==> src/hdl/stripe_settings.svh <==
`ifndef STRIPE_SETTINGS_SVH
`define STRIPE_SETTINGS_SVH

// number of banks the data is striped across, must be a power of two
`define STRIPE_NUM_BANKS 2

// width of a word address, addresses count words and not bytes
`define STRIPE_ADDR_WIDTH 20

// width of one data word
`define STRIPE_DATA_WIDTH 16

// width of the 0-based beat count, so 0 means a single beat
`define STRIPE_LENW_WIDTH 8

`endif

==> src/hdl/axi_lite_pkg.sv <==
package axi_lite_pkg;

  // read response codes as they appear on rresp
  typedef enum logic [1:0] {
    OKAY   = 2'b00,
    EXOKAY = 2'b01,
    SLVERR = 2'b10,
    DECERR = 2'b11
  } axi_resp_t;

endpackage

==> src/hdl/stripe_pkg.sv <==
`include "stripe_settings.svh"

package stripe_pkg;

  // width of each status counter and of the status read port
  localparam int STAT_WIDTH = 16;

  // command as the scheduler holds it for the length of one burst
  typedef struct packed {
    logic [`STRIPE_ADDR_WIDTH-1:0] addr;
    logic [`STRIPE_LENW_WIDTH-1:0] lenw;
  } stripe_cmd_t;

  // which counter shows up on stat_data
  typedef enum logic {
    STAT_BURSTS = 1'b0,
    STAT_ERRORS = 1'b1
  } stat_sel_t;

endpackage

==> src/hdl/stripe_read_if.sv <==
`include "stripe_settings.svh"

// one sub-burst read channel between the scheduler and a bank reader
interface stripe_read_if;
  import axi_lite_pkg::*;

  logic [`STRIPE_ADDR_WIDTH-1:0] araddr;
  logic [`STRIPE_LENW_WIDTH-1:0] arlenw;
  logic                          arvalid;
  logic                          arready;
  logic [`STRIPE_DATA_WIDTH-1:0] rdata;
  axi_resp_t                     rresp;
  logic                          rvalid;
  logic                          rlast;
  logic                          rready;

  modport sched(
    output araddr,
    output arlenw,
    output arvalid,
    output rready,
    input  arready,
    input  rdata,
    input  rresp,
    input  rvalid,
    input  rlast
  );

  modport reader(
    input  araddr,
    input  arlenw,
    input  arvalid,
    input  rready,
    output arready,
    output rdata,
    output rresp,
    output rvalid,
    output rlast
  );

endinterface

==> src/hdl/bank_burst_reader.sv <==
`include "stripe_settings.svh"

module bank_burst_reader (
  input  logic                          axi_clk,
  input  logic                          axi_resetn,

  stripe_read_if.reader                 rd,

  output logic [`STRIPE_ADDR_WIDTH-1:0] bank_araddr,
  output logic                          bank_arvalid,
  input  logic                          bank_arready,
  input  logic [`STRIPE_DATA_WIDTH-1:0] bank_rdata,
  input  logic [                   1:0] bank_rresp,
  input  logic                          bank_rvalid,
  output logic                          bank_rready
);
  import axi_lite_pkg::*;

  localparam int ADDR_W = `STRIPE_ADDR_WIDTH;
  localparam int LENW_W = `STRIPE_LENW_WIDTH;

  logic                          busy;
  logic [LENW_W:0]               reads_left;
  logic [ADDR_W-1:0]             next_addr;
  logic                          r_pend;
  logic                          pend_last;
  logic                          buf_valid;
  logic [`STRIPE_DATA_WIDTH-1:0] buf_data;
  axi_resp_t                     buf_resp;
  logic                          buf_last;
  logic                          accept;
  logic                          drain;

  assign accept = rd.arvalid && rd.arready;
  assign drain  = rd.rvalid && rd.rready;

  assign rd.arready = !busy;
  assign rd.rvalid  = buf_valid;
  assign rd.rdata   = buf_data;
  assign rd.rresp   = buf_resp;
  assign rd.rlast   = buf_last;

  assign bank_araddr = next_addr;

  // a response may land in the buffer in the same cycle the old word leaves
  assign bank_rready = r_pend && (!buf_valid || drain);

  always_ff @(posedge axi_clk) begin
    if (!axi_resetn) begin
      busy         <= 1'b0;
      bank_arvalid <= 1'b0;
      r_pend       <= 1'b0;
      buf_valid    <= 1'b0;
    end else begin
      if (accept) begin
        busy       <= 1'b1;
        next_addr  <= rd.araddr;
        reads_left <= {1'b0, rd.arlenw} + 1'b1;
      end

      // one read on the bank bus at a time, the buffer covers the stall
      if (busy && !bank_arvalid && !r_pend && reads_left != '0) begin
        bank_arvalid <= 1'b1;
      end

      if (bank_arvalid && bank_arready) begin
        bank_arvalid <= 1'b0;
        r_pend       <= 1'b1;
        pend_last    <= (reads_left == 1);
        next_addr    <= next_addr + ADDR_W'(`STRIPE_NUM_BANKS);
        reads_left   <= reads_left - 1'b1;
      end

      if (bank_rvalid && bank_rready) begin
        r_pend    <= 1'b0;
        buf_valid <= 1'b1;
        buf_data  <= bank_rdata;
        buf_resp  <= axi_resp_t'(bank_rresp);
        buf_last  <= pend_last;
      end else if (drain) begin
        buf_valid <= 1'b0;
      end

      if (drain && buf_last) begin
        busy <= 1'b0;
      end
    end
  end

endmodule

==> src/hdl/stripe_scheduler.sv <==
`include "stripe_settings.svh"

module stripe_scheduler (
  input  logic                          axi_clk,
  input  logic                          axi_resetn,

  input  logic [`STRIPE_ADDR_WIDTH-1:0] araddr,
  input  logic [`STRIPE_LENW_WIDTH-1:0] arlenw,
  input  logic                          arvalid,
  output logic                          arready,
  output logic [`STRIPE_DATA_WIDTH-1:0] rdata,
  output axi_lite_pkg::axi_resp_t       rresp,
  output logic                          rvalid,
  output logic                          rlast,
  input  logic                          rready,

  output logic                          beat_done,
  output logic                          burst_done,

  stripe_read_if.sched                  rd [`STRIPE_NUM_BANKS]
);
  import axi_lite_pkg::*;
  import stripe_pkg::*;

  localparam int NB     = `STRIPE_NUM_BANKS;
  localparam int ADDR_W = `STRIPE_ADDR_WIDTH;
  localparam int LENW_W = `STRIPE_LENW_WIDTH;
  localparam int IDX_W  = (NB > 1) ? $clog2(NB) : 1;

  localparam logic [LENW_W-1:0] NB_LENW  = LENW_W'(NB);
  localparam logic [IDX_W-1:0]  LAST_IDX = IDX_W'(NB - 1);

  typedef enum logic [1:0] {
    S_IDLE,
    S_START,
    S_STREAM,
    S_DONE
  } state_t;

  state_t      state;
  state_t      next_state;
  stripe_cmd_t cmd;
  logic        accept;
  logic        final_beat;

  logic [IDX_W-1:0] bank_idx;

  // per-bank copies of the interface signals so the mux can use a variable index
  logic [NB-1:0]                         sched_arvalid;
  logic [NB-1:0]                         bank_arready;
  logic [NB-1:0][`STRIPE_DATA_WIDTH-1:0] bank_rdata;
  axi_resp_t [NB-1:0]                    bank_rresp;
  logic [NB-1:0]                         bank_rvalid;
  logic [NB-1:0]                         bank_rlast;

  assign arready = (state == S_IDLE);
  assign accept  = arvalid && arready;

  for (genvar i = 0; i < NB; i++) begin : gen_bank
    // each bank starts one word further on and serves every NB-th word
    assign rd[i].araddr  = cmd.addr + ADDR_W'(i);
    assign rd[i].arlenw  = cmd.lenw / NB_LENW;
    assign rd[i].arvalid = sched_arvalid[i];
    assign rd[i].rready  = (state == S_STREAM) && rready && (bank_idx == IDX_W'(i));

    assign bank_arready[i] = rd[i].arready;
    assign bank_rdata[i]   = rd[i].rdata;
    assign bank_rresp[i]   = rd[i].rresp;
    assign bank_rvalid[i]  = rd[i].rvalid;
    assign bank_rlast[i]   = rd[i].rlast;

    always_ff @(posedge axi_clk) begin
      if (!axi_resetn) begin
        sched_arvalid[i] <= 1'b0;
      end else if (accept) begin
        sched_arvalid[i] <= 1'b1;
      end else if (bank_arready[i]) begin
        sched_arvalid[i] <= 1'b0;
      end
    end
  end

  // the current source is whichever bank holds the next address
  assign rdata  = bank_rdata[bank_idx];
  assign rresp  = bank_rresp[bank_idx];
  assign rvalid = (state == S_STREAM) && bank_rvalid[bank_idx];
  assign rlast  = rvalid && bank_rlast[bank_idx] && (bank_idx == LAST_IDX);

  assign beat_done  = rvalid && rready;
  assign final_beat = beat_done && rlast;
  assign burst_done = (state == S_DONE);

  always_comb begin
    next_state = state;
    case (state)
      S_IDLE: begin
        if (arvalid) begin
          next_state = S_START;
        end
      end
      S_START: begin
        next_state = S_STREAM;
      end
      S_STREAM: begin
        if (final_beat) begin
          next_state = S_DONE;
        end
      end
      default: begin
        next_state = S_IDLE;
      end
    endcase
  end

  always_ff @(posedge axi_clk) begin
    if (!axi_resetn) begin
      state    <= S_IDLE;
      bank_idx <= '0;
    end else begin
      state <= next_state;
      if (accept) begin
        bank_idx <= '0;
      end else if (beat_done) begin
        bank_idx <= (bank_idx == LAST_IDX) ? '0 : bank_idx + 1'b1;
      end
    end
  end

  always_ff @(posedge axi_clk) begin
    if (accept) begin
      cmd.addr <= araddr;
      cmd.lenw <= arlenw;
    end
  end

endmodule

==> src/hdl/stripe_status_regs.sv <==
module stripe_status_regs (
  input  logic                               axi_clk,
  input  logic                               axi_resetn,

  input  logic                               beat_done,
  input  logic                               burst_done,
  input  axi_lite_pkg::axi_resp_t            beat_resp,

  input  stripe_pkg::stat_sel_t              stat_sel,
  input  logic                               stat_clear,
  output logic [stripe_pkg::STAT_WIDTH-1:0]  stat_data
);
  import axi_lite_pkg::*;
  import stripe_pkg::*;

  logic [STAT_WIDTH-1:0] burst_cnt;
  logic [STAT_WIDTH-1:0] error_cnt;

  // counters stick at all ones instead of wrapping back to zero
  function automatic logic [STAT_WIDTH-1:0] sat_inc(input logic [STAT_WIDTH-1:0] val);
    return (val == '1) ? val : val + 1'b1;
  endfunction

  always_ff @(posedge axi_clk) begin
    if (!axi_resetn || stat_clear) begin
      burst_cnt <= '0;
      error_cnt <= '0;
    end else begin
      if (burst_done) begin
        burst_cnt <= sat_inc(burst_cnt);
      end
      // any response other than OKAY counts as an error beat
      if (beat_done && beat_resp != OKAY) begin
        error_cnt <= sat_inc(error_cnt);
      end
    end
  end

  always_ff @(posedge axi_clk) begin
    if (!axi_resetn) begin
      stat_data <= '0;
    end else begin
      case (stat_sel)
        STAT_BURSTS: stat_data <= burst_cnt;
        default:     stat_data <= error_cnt;
      endcase
    end
  end

endmodule

==> src/hdl/stripe_read_top.sv <==
`include "stripe_settings.svh"

module stripe_read_top (
  input  logic                                                axi_clk,
  input  logic                                                axi_resetn,

  input  logic [`STRIPE_ADDR_WIDTH-1:0]                       araddr,
  input  logic [`STRIPE_LENW_WIDTH-1:0]                       arlenw,
  input  logic                                                arvalid,
  output logic                                                arready,
  output logic [`STRIPE_DATA_WIDTH-1:0]                       rdata,
  output axi_lite_pkg::axi_resp_t                             rresp,
  output logic                                                rvalid,
  output logic                                                rlast,
  input  logic                                                rready,

  output logic [`STRIPE_NUM_BANKS-1:0][`STRIPE_ADDR_WIDTH-1:0] bank_araddr,
  output logic [`STRIPE_NUM_BANKS-1:0]                         bank_arvalid,
  input  logic [`STRIPE_NUM_BANKS-1:0]                         bank_arready,
  input  logic [`STRIPE_NUM_BANKS-1:0][`STRIPE_DATA_WIDTH-1:0] bank_rdata,
  input  logic [`STRIPE_NUM_BANKS-1:0][                   1:0] bank_rresp,
  input  logic [`STRIPE_NUM_BANKS-1:0]                         bank_rvalid,
  output logic [`STRIPE_NUM_BANKS-1:0]                         bank_rready,

  input  stripe_pkg::stat_sel_t                               stat_sel,
  output logic [stripe_pkg::STAT_WIDTH-1:0]                   stat_data,
  input  logic                                                stat_clear
);

  logic beat_done;
  logic burst_done;

  stripe_read_if rd_if [`STRIPE_NUM_BANKS] ();

  stripe_scheduler stripe_scheduler_inst (
    .axi_clk   (axi_clk),
    .axi_resetn(axi_resetn),
    .araddr    (araddr),
    .arlenw    (arlenw),
    .arvalid   (arvalid),
    .arready   (arready),
    .rdata     (rdata),
    .rresp     (rresp),
    .rvalid    (rvalid),
    .rlast     (rlast),
    .rready    (rready),
    .beat_done (beat_done),
    .burst_done(burst_done),
    .rd        (rd_if)
  );

  // the status block sees the same beats the caller does
  stripe_status_regs stripe_status_regs_inst (
    .axi_clk   (axi_clk),
    .axi_resetn(axi_resetn),
    .beat_done (beat_done),
    .burst_done(burst_done),
    .beat_resp (rresp),
    .stat_sel  (stat_sel),
    .stat_clear(stat_clear),
    .stat_data (stat_data)
  );

  for (genvar i = 0; i < `STRIPE_NUM_BANKS; i++) begin : gen_reader
    bank_burst_reader bank_burst_reader_inst (
      .axi_clk     (axi_clk),
      .axi_resetn  (axi_resetn),
      .rd          (rd_if[i]),
      .bank_araddr (bank_araddr[i]),
      .bank_arvalid(bank_arvalid[i]),
      .bank_arready(bank_arready[i]),
      .bank_rdata  (bank_rdata[i]),
      .bank_rresp  (bank_rresp[i]),
      .bank_rvalid (bank_rvalid[i]),
      .bank_rready (bank_rready[i])
    );
  end

endmodule

==> config.mk <==
export PLATFORM = sky130hd
export DESIGN_NAME = stripe_read_top
export DESIGN_NICKNAME = d
export VERILOG_FILES = /design/src/hdl/axi_lite_pkg.sv /design/src/hdl/stripe_pkg.sv /design/src/hdl/stripe_read_if.sv /design/src/hdl/bank_burst_reader.sv /design/src/hdl/stripe_scheduler.sv /design/src/hdl/stripe_status_regs.sv /design/src/hdl/stripe_read_top.sv
export VERILOG_INCLUDE_DIRS = /design/src /design/src/hdl
export SDC_FILE = /design/constraint.sdc
export NUM_CORES = 1
export LEC_CHECK = 0
export BUFFER_PORTS_ARGS = -buffer_cell sky130_fd_sc_hd__buf_4
export CORE_MARGIN = 5
export CORE_UTILIZATION = 30
export CTS_CLUSTER_SIZE = 14
export DETAILED_ROUTE_END_ITERATION = 6
export PLACE_DENSITY = 0.6
export SYNTH_ARGS = -nofsm -noshare
export SYNTH_HDL_FRONTEND = slang
export SYNTH_SLANG_ARGS = --single-unit
==> constraint.sdc <==
create_clock -name axi_clk -period 8.9 [get_ports axi_clk]
set_clock_uncertainty 0.15 [all_clocks]
set_input_delay 1.78 -clock axi_clk [delete_from_list [all_inputs] [get_ports axi_clk]]
set_output_delay 1.78 -clock axi_clk [all_outputs]
set_load 0.01 [all_outputs]
**Word-level counts from Yosys, hierarchy flattened**

Index checks and enable logic that the tools add are counted.

- Register bits after elaboration: 187
- Bits of input ports: 74
- Output and inout port bits: 81
- Word-level logic and storage cells: 147

- $add $sub $neg: 9
- $lt $le $gt $ge: 1
- Equal/unequal tests: 11
- Muxes and demuxes: 29
- Bitwise gates (word level): 4
- Reduce and logical (&&, ||, !) cells: 64

Operator list:

| cell | count |
|---|---|
| $mux 20 | 4 |
| $mux 16 | 3 |
| $add 20x2->20 const B | 2 |
| $mux 9 | 4 |
| $add 16x1->16 const B | 2 |
| $eq 16x16->1 const B | 2 |
| $logic_and 1x1->1 | 28 |
| $add 20x1->20 const B | 1 |
| $eq 9x1->1 const B | 2 |
| $reduce_and 2->1 | 9 |
| $reduce_bool 9->1 | 2 |
| $sub 9x1->9 const B | 2 |
| $reduce_or 2->1 | 7 |
| $mux 1 | 13 |
| $reduce_bool 2->1 | 5 |
| $logic_not 1->1 | 9 |
| $add 7x1->8 const B | 1 |
| $mux 2 | 4 |
| $ne 2x2->1 const B | 3 |
| $pmux 2 s3 | 1 |
| $eq 2x2->1 const B | 2 |
| $not 1->1 | 4 |
| $logic_or 1x1->1 | 3 |
| $eq 2x1->1 const B | 1 |
| 4 further kinds | 4 |

**Longest topological paths before layout**

Gate-level depths: netlist of the first run.

- Word-level depth: 8
- Mapped depth: 8
- Mapped depth without buffers: 7

**By module**

A second synthesis of the first run with hierarchy kept.

- Cells, all modules: 836
- Area total of the unflattened synthesis: 9207.6 um^2

By module, submodules not included:

| module | instances | cells an instance | area an instance (um^2) |
|---|---|---|---|
| bank_burst_reader | 2 | 220 | 2576.2 |
| stripe_status_regs | 1 | 256 | 2313.5 |
| stripe_scheduler | 1 | 140 | 1741.7 |

**Least setup slack after synthesis of the first run**

No wires, ideal clock.

- Path type: in2out
- Start: input port rready
- End: output port bank_rready[0]
- Arrival time: 2.396 ns
- Required time: 6.970 ns
- Path slack: 4.574 ns
- Stages on the path: 4
- Path buffers: 1
- Cells stage by stage: nand2_1 -> o21ai_0 -> and2_1 -> buf_4

- Cells in the longest elaborated chain, start to end: 5

Ends and longest elaborated chain:

| element | line | text |
|---|---|---|
| start, declared | stripe_read_top.sv:15 | `input logic rready,` |
| $logic_and 1x1->1 (2 in a row) | stripe_scheduler.sv:64 | `assign rd[i].rready = (state == S_STREAM) && rready && (bank_idx == IDX_W'(i));` |
| $logic_and 1x1->1 | bank_burst_reader.sv:35 | `assign drain = rd.rvalid && rd.rready;` |
| $logic_or 1x1->1 | bank_burst_reader.sv:46 | `assign bank_rready = r_pend && (!buf_valid \|\| drain);` |
| $logic_and 1x1->1 | bank_burst_reader.sv:46 |  |
| end, declared | stripe_read_top.sv:23 | `` output logic [`STRIPE_NUM_BANKS-1:0] bank_rready, `` |

Every way passes these cells.

**Worst setup path after layout of the first run**

Same ends and word-level chain as after synthesis.

==> metrics.txt, run 1 <==
maximum frequency from static timing analysis 217 MHz; maximum clock insertion buffer count 2; Core Box Area 0.0279 mm^2; number of buffers created by CTS 17; CTS-repair resized insts 0; overall die width 179 um; Slowest cell on crit path o21ai_0; RSZ-0062 raised after global routing no; maximum ir drop on the vdd rail 134 uV; startpoint type of the worst setup path input pin; cell repeated most along the worst path buf_4; Layout Area Growth over Synthesis 24.5%; Mapped Area 0.00856 mm^2; post-CTS setup-driven buffer insertion count 0; number of flops mapped to enable cells by yosys 125; power density normalized to cell area 204 mW/mm^2; DRC violation total after the first TritonRoute iteration 329; floorplan row count 61; layout cell share with drive strength beyond 1 23.5%; post-synth cell types 44; via count of the first global-routing pass 6067; Die Footprint 0.0320 mm^2; Async S/R FF share, synth 0%; number of slew-limit violations in the final report 0; Max H-tree Level 4; # nets final 1000; number of buffers added to fix hold violations after cts 0; overall track demand over capacity in global routing 12.9%; count of antenna-violating nets left after detailed routing 0; Post-Synthesis Net Count 852; clock latency reported for the late side of the worst-skew pair 0.43 ns; type of the setup path with the least slack input pin to output pin; result of the run completed; top flip-flop cell by instance count after synthesis edfxtp_1; sum of overflow across all layers after global routing 0; CP max stage delay 0.29 ns; Final Hold Violating Endpoints 0; routability congestion estimate from global placement 0.747; initial cell density of the core 30.6%; worst slew pin tran 1.17 ns; reg-to-reg slack, setup 6.06 ns; chip height 179 um; DRC violation count after routing 0; most frequent cells in the layout 159 x buf_4, 125 x edfxtp_1, 83 x nor2_1, 70 x nand2_1, 61 x dfxtp_1; post-layout min period 4.60 ns; maximum fanout along the worst path 6; arrival time of data at the critical path endpoint 2.67 ns; wire length per cell after detailed routing 16.0 um; TritonCTS clock tree yes; global-route wire length before repair 32400 um; count of buffers inserted at the top-level ports 153; worst path cell trace buf_4, nand2_1, o21ai_0, and2_1, buf_4; most frequent standard cell in the layout excluding fill and tap cells buf_4; clock sinks 186; top post-synthesis cells by area edfxtp_1 44%, dfxtp_1 14%, xor2_1 6.1%, nor2_1 3.7%, mux2i_1 3.5%; total iterations of the first detailed-routing run 4; synthesized area divided by synthesized cell count 11.2 um^2; number of synthesis warnings 0; top-level port count 155; fraction of synthesized cell area taken by the top area cell type 43.9%; final setup violation count 0; Root Buffer clkbuf_16; number of non-filler instances in the completed layout 1305; post-synthesis register bit count 186; detailed-route vias per instance 4.68; leakage power 3.96 nW; max-cap violation count 0; Relative slew margins 22.2%; total detailed-routing wirelength 20900 um; aggregate negative setup slack 0 ns; placed cells 1272; Hold WC Path Type register to register; post-detailed-placement half-perimeter wirelength 15200 um; endpoint kind of the worst setup timing path output pin; final worst path period share 51.7%; sequential area share after synthesis 58.1%; gate count after technology mapping 765; initial antenna violation count 1; CTS clk-pin slew, worst paths 0.07 ns; pin count of the biggest net entering global routing 51; number of vias after detailed routing 6112; cell type contributing the most total cell area after synthesis edfxtp_1; filler cell count in the final layout 2770; required arrival time at the worst endpoint 6.97 ns
[worst paths after layout]
path | from | to | cells after the start
min reg2reg | gen_reader[1].bank_burst_reader_inst.pend_last$_DFFE_PP_ | gen_reader[1].bank_burst_reader_inst.rd.rlast$_DFFE_PP_ | 0
min | gen_reader[1].bank_burst_reader_inst.pend_last$_DFFE_PP_ | gen_reader[1].bank_burst_reader_inst.rd.rlast$_DFFE_PP_ | 0
max | rready | bank_rready[0] | 5
max reg2reg | stripe_scheduler_inst.state[0]$_SDFFE_PN0P_ | gen_reader[0].bank_burst_reader_inst.rd.rdata[9]$_DFFE_PP_ | 7
[per-stage QoR]
| step | area [um^2] | util, % | hold WS [ns] | setup WS [ns] | power, mW |
|---|---|---|---|---|---|
| 6_report | 10700 | 38.1 | 0.275 | 4.30 | 2.18 |
| 5_1_grt | 10700 | 38.1 | 0.297 | 4.25 | 2.29 |
| 4_1_cts | 10700 | 38.1 | 0.278 | 4.30 | 2.20 |
| 3_5_place_dp | 10100 | 36.2 | 0.266 | 4.31 | 1.49 |
| 3_3_place_gp | 10100 | 36.2 | 0.254 | 4.32 | 1.48 |
| 2_1_floorplan | 8560 | - | 0.250 | 4.57 | 1.33 |
[worst max-delay path: cells and delay by family]
family	cells	cell delay (ns)
compound gates	1	0.29
buf+inv	2	0.23
simple gates	2	0.37
[flip-flops by register name, summed over array words and instances, names as in the netlist, 4 cells and up]
signal and cells:
gen_reader.bank_burst_reader_inst.bank_araddr 40, stripe_status_regs_inst.burst_cnt 16, stripe_status_regs_inst.error_cnt 16, stripe_scheduler_inst.cmd 27, gen_reader.bank_burst_reader_inst.rd.rdata 32, gen_reader.bank_burst_reader_inst.rd.rresp 4, stripe_status_regs_inst.stat_data 16, gen_reader.bank_burst_reader_inst.reads_left 18
[layer usage]
layer,wire length (um),track usage [%],vias up
met5,0,0,-
li1,-,-,3061
met4,334,3.84,0
met1,9340,16.9,2929
met2,10200,21.3,107
met3,975,3.04,15
[cell usage after synthesis, drive strengths merged, types with 15 or more instances]
cell	instances
edfxtp	125
nor2	85
nand2	72
dfxtp	61
xor2	60
nand3	49
a21oi	34
mux2i	30
o21ai	28
xnor2	27
clkbuf	22
nand4	21
mux2	19
nor3	18
and3	17
inv	15
[cell type report]
cell class	count	area, um^2	share of cell area [%]
Sequential cell	186	4970	46.7
Multi-Input combinational cell	534	3410	32.0
Timing Repair Buffer	159	1190	11.2
Tap cell	378	473	4.44
Clock buffer	18	429	4.03
Clock inverter	14	115	1.08
Inverter	15	56.3	0.529
Antenna cell	1	2.50	0.0235
[cell families (layout without fill, tap and decap cells)]
family / count (synthesis) / count (layout) / share of synthesized area [%]
other: 0 / 1 / 0
adders and majority gates: 13 / 13 / 1.90
xor gates and xnor gates: 87 / 87 / 8.91
DFF: 186 / 186 / 58.1
and+or+nand+nor: 301 / 301 / 17.2
buffers and inverters: 45 / 206 / 2.22
AOI/OAI and AO/OA: 84 / 84 / 5.63
muxes: 49 / 49 / 6.01
[power by group]
group / leakage (nW) / total [mW] / internal, mW / switching [mW]
combinational: 2.07 / 0.339 / 0.148 / 0.191
clock: 0.251 / 0.715 / 0.364 / 0.351
sequential: 1.64 / 1.12 / 1.04 / 0.0805
total: 3.96 / 2.18 / 1.55 / 0.623
(Power assumes the default switching activity.)
==> run 2: changes to the inputs <==
--- a/config.mk
+++ b/config.mk
@@ -11,7 +11,7 @@
 export CORE_UTILIZATION = 30
 export CTS_CLUSTER_SIZE = 14
 export DETAILED_ROUTE_END_ITERATION = 6
-export PLACE_DENSITY = 0.6
+export PLACE_DENSITY = 0.62
 export SYNTH_ARGS = -nofsm -noshare
 export SYNTH_HDL_FRONTEND = slang
 export SYNTH_SLANG_ARGS = --single-unit
==> constraint.sdc (replaced) <==
create_clock -name axi_clk -period 3.9 [get_ports axi_clk]
set_clock_uncertainty 0.15 [all_clocks]
set_input_delay 0.78 -clock axi_clk [delete_from_list [all_inputs] [get_ports axi_clk]]
set_output_delay 0.78 -clock axi_clk [all_outputs]
set_load 0.01 [all_outputs]
==> metrics.txt, run 2 (synthesized netlist as in run 1, its figures left out) <==
number of buffers added to fix hold violations after cts 0; maximum frequency from static timing analysis 359 MHz; wire length per cell after detailed routing 15.7 um; critical path launch point stripe_scheduler_inst.state[0]$_SDFFE_PN0P_; Max H-tree Level 4; endpoint kind of the worst setup timing path output pin; post-detailed-placement half-perimeter wirelength 15400 um; via count of the first global-routing pass 5982; Layout Area Growth over Synthesis 25.6%; number of buffers created by CTS 17; RSZ-0062 raised after global routing no; CTS clk-pin slew, worst paths 0.07 ns; detailed-route vias per instance 4.65; number of flip-flops under the largest register name 40; source of the worst register-to-register timing path stripe_scheduler_inst.cmd[8]$_DFFE_PP_; reg-to-reg slack, setup 1.47 ns; number of slew-limit violations in the final report 0; DRC violation total after the first TritonRoute iteration 348; filler cell count in the final layout 2775; power density normalized to cell area 472 mW/mm^2; sum of overflow across all layers after global routing 0; most frequent standard cell in the layout excluding fill and tap cells buf_4; # nets final 1006; routability congestion estimate from global placement 0.811; Slowest cell on crit path dfxtp_1; initial antenna violation count 0; Core Box Area 0.0279 mm^2; count of antenna-violating nets left after detailed routing 0; Relative slew margins 55.3%; overall die width 179 um; CP max stage delay 0.33 ns; type of the setup path with the least slack register to output pin; post-layout min period 2.78 ns; layout cell share with drive strength beyond 1 24.2%; maximum ir drop on the vdd rail 312 uV; clock latency reported for the late side of the worst-skew pair 0.43 ns; overall track demand over capacity in global routing 12.9%; result of the run completed; CTS-repair resized insts 0; final worst path period share 71.4%; aggregate negative setup slack 0 ns; Diodes inserted 0; worst slew pin tran 0.665 ns; Root Buffer clkbuf_16; combined flip-flop and latch cell area 0.00497 mm^2; total iterations of the first detailed-routing run 5; Die Footprint 0.0320 mm^2; startpoint type of the worst setup path register; TritonCTS clock tree yes; final setup violation count 0; crit path to bank_rready[0]; Final Hold Violating Endpoints 0; maximum fanout along the worst path 6; max-cap violation count 0; maximum clock insertion buffer count 2; number of vias after detailed routing 6092; clock sinks 186; most frequent cells in the layout 165 x buf_4, 125 x edfxtp_1, 83 x nor2_1, 70 x nand2_1, 61 x dfxtp_1; worst hold slack 0.275 ns; required arrival time at the worst endpoint 2.97 ns; Hold WC Path Type register to register; worst path cell trace inv_1, ha_1, nand2_1, o21ai_0, and2_1, buf_4; top-level port count 155; total detailed-routing wirelength 20500 um; initial cell density of the core 30.6%; leakage power 4.04 nW; cell depth of the worst flop-to-flop path 6; floorplan row count 61; post-CTS setup-driven buffer insertion count 0; global-route wire length before repair 32400 um; arrival time of data at the critical path endpoint 1.85 ns; pin count of the biggest net entering global routing 29; chip height 179 um; DRC violation count after routing 0; count of buffers inserted at the top-level ports 153; footprint of the multi-input gates 0.00341 mm^2
[run 2: changes by cell type in the layout (fill, tap and decap cells not counted), moves of 2 or more]
cell,delta
buf_4,+6
inv_8,+2
clkinv_4,+2
clkinvlp_4,-5
[run 2: where the power goes]
group          switching [mW]  internal (mW)  leakage (nW)  total [mW]
clock network           0.844          0.891         0.295        1.73
logic                   0.435          0.345          2.10       0.780
registers               0.184           2.37          1.64        2.56
[run 2: final cells by class]
type | count | area share (%)
Multi-Input combinational cell | 534 | 31.7
Tap cell | 378 | 4.40
Sequential cell | 186 | 46.3
Timing Repair Buffer | 165 | 11.5
Clock inverter | 15 | 1.56
Inverter | 15 | 0.524
Clock buffer | 17 | 3.96
[run 2: per-stage QoR]
stage          instance area [um^2]  instances  util (%)  total power, mW  setup WS (ns)
5_1_grt                       10700       1310      38.5             5.34          0.932
6_report                      10700       1310      38.5             5.07           1.12
3_3_place_gp                  10200       1278      36.3             3.37           1.34
4_1_cts                       10700       1310      38.5             5.14           1.08
3_5_place_dp                  10200       1278      36.3             3.40           1.34
2_1_floorplan                  8560        765         -             3.04          0.661
[run 2: per-layer routing]
metal | global-route usage, % | part of all wire (%) | up-vias
li1 | - | - | 3072
met1 | 16.8 | 45 | 2889
met2 | 21.5 | 50 | 116
met3 | 3.23 | 4.7 | 15
met4 | 3.29 | 1.1 | 0
met5 | 0 | 0 | -
[run 2: critical path, delay by kind of cell, from the launching register on]
kind | cells | cell delay (ns)
fa+ha+maj | 1 | 0.22
flops | 1 | 0.33
simple gates | 2 | 0.38
compound gates | 1 | 0.26
buf+inv | 2 | 0.22
[run 2: worst min path at each step]
| stage | slack (ns) | start | cells after the start | to |
|---|---|---|---|---|
| final | 0.27 | gen_reader[0].bank_burst_reader_inst.pend_last$_DFFE_PP_ | 0 | gen_reader[0].bank_burst_reader_inst.rd.rlast$_DFFE_PP_ |
| after floorplan | 0.25 | gen_reader[0].bank_burst_reader_inst.pend_last$_DFFE_PP_ | 0 | gen_reader[0].bank_burst_reader_inst.rd.rlast$_DFFE_PP_ |
| after global routing | 0.29 | gen_reader[0].bank_burst_reader_inst.pend_last$_DFFE_PP_ | 0 | gen_reader[0].bank_burst_reader_inst.rd.rlast$_DFFE_PP_ |
| after global placement | 0.26 | gen_reader[0].bank_burst_reader_inst.pend_last$_DFFE_PP_ | 0 | gen_reader[0].bank_burst_reader_inst.rd.rlast$_DFFE_PP_ |
| after CTS | 0.28 | gen_reader[0].bank_burst_reader_inst.pend_last$_DFFE_PP_ | 0 | gen_reader[0].bank_burst_reader_inst.rd.rlast$_DFFE_PP_ |
| after detailed placement | 0.26 | gen_reader[0].bank_burst_reader_inst.pend_last$_DFFE_PP_ | 0 | gen_reader[0].bank_burst_reader_inst.rd.rlast$_DFFE_PP_ |
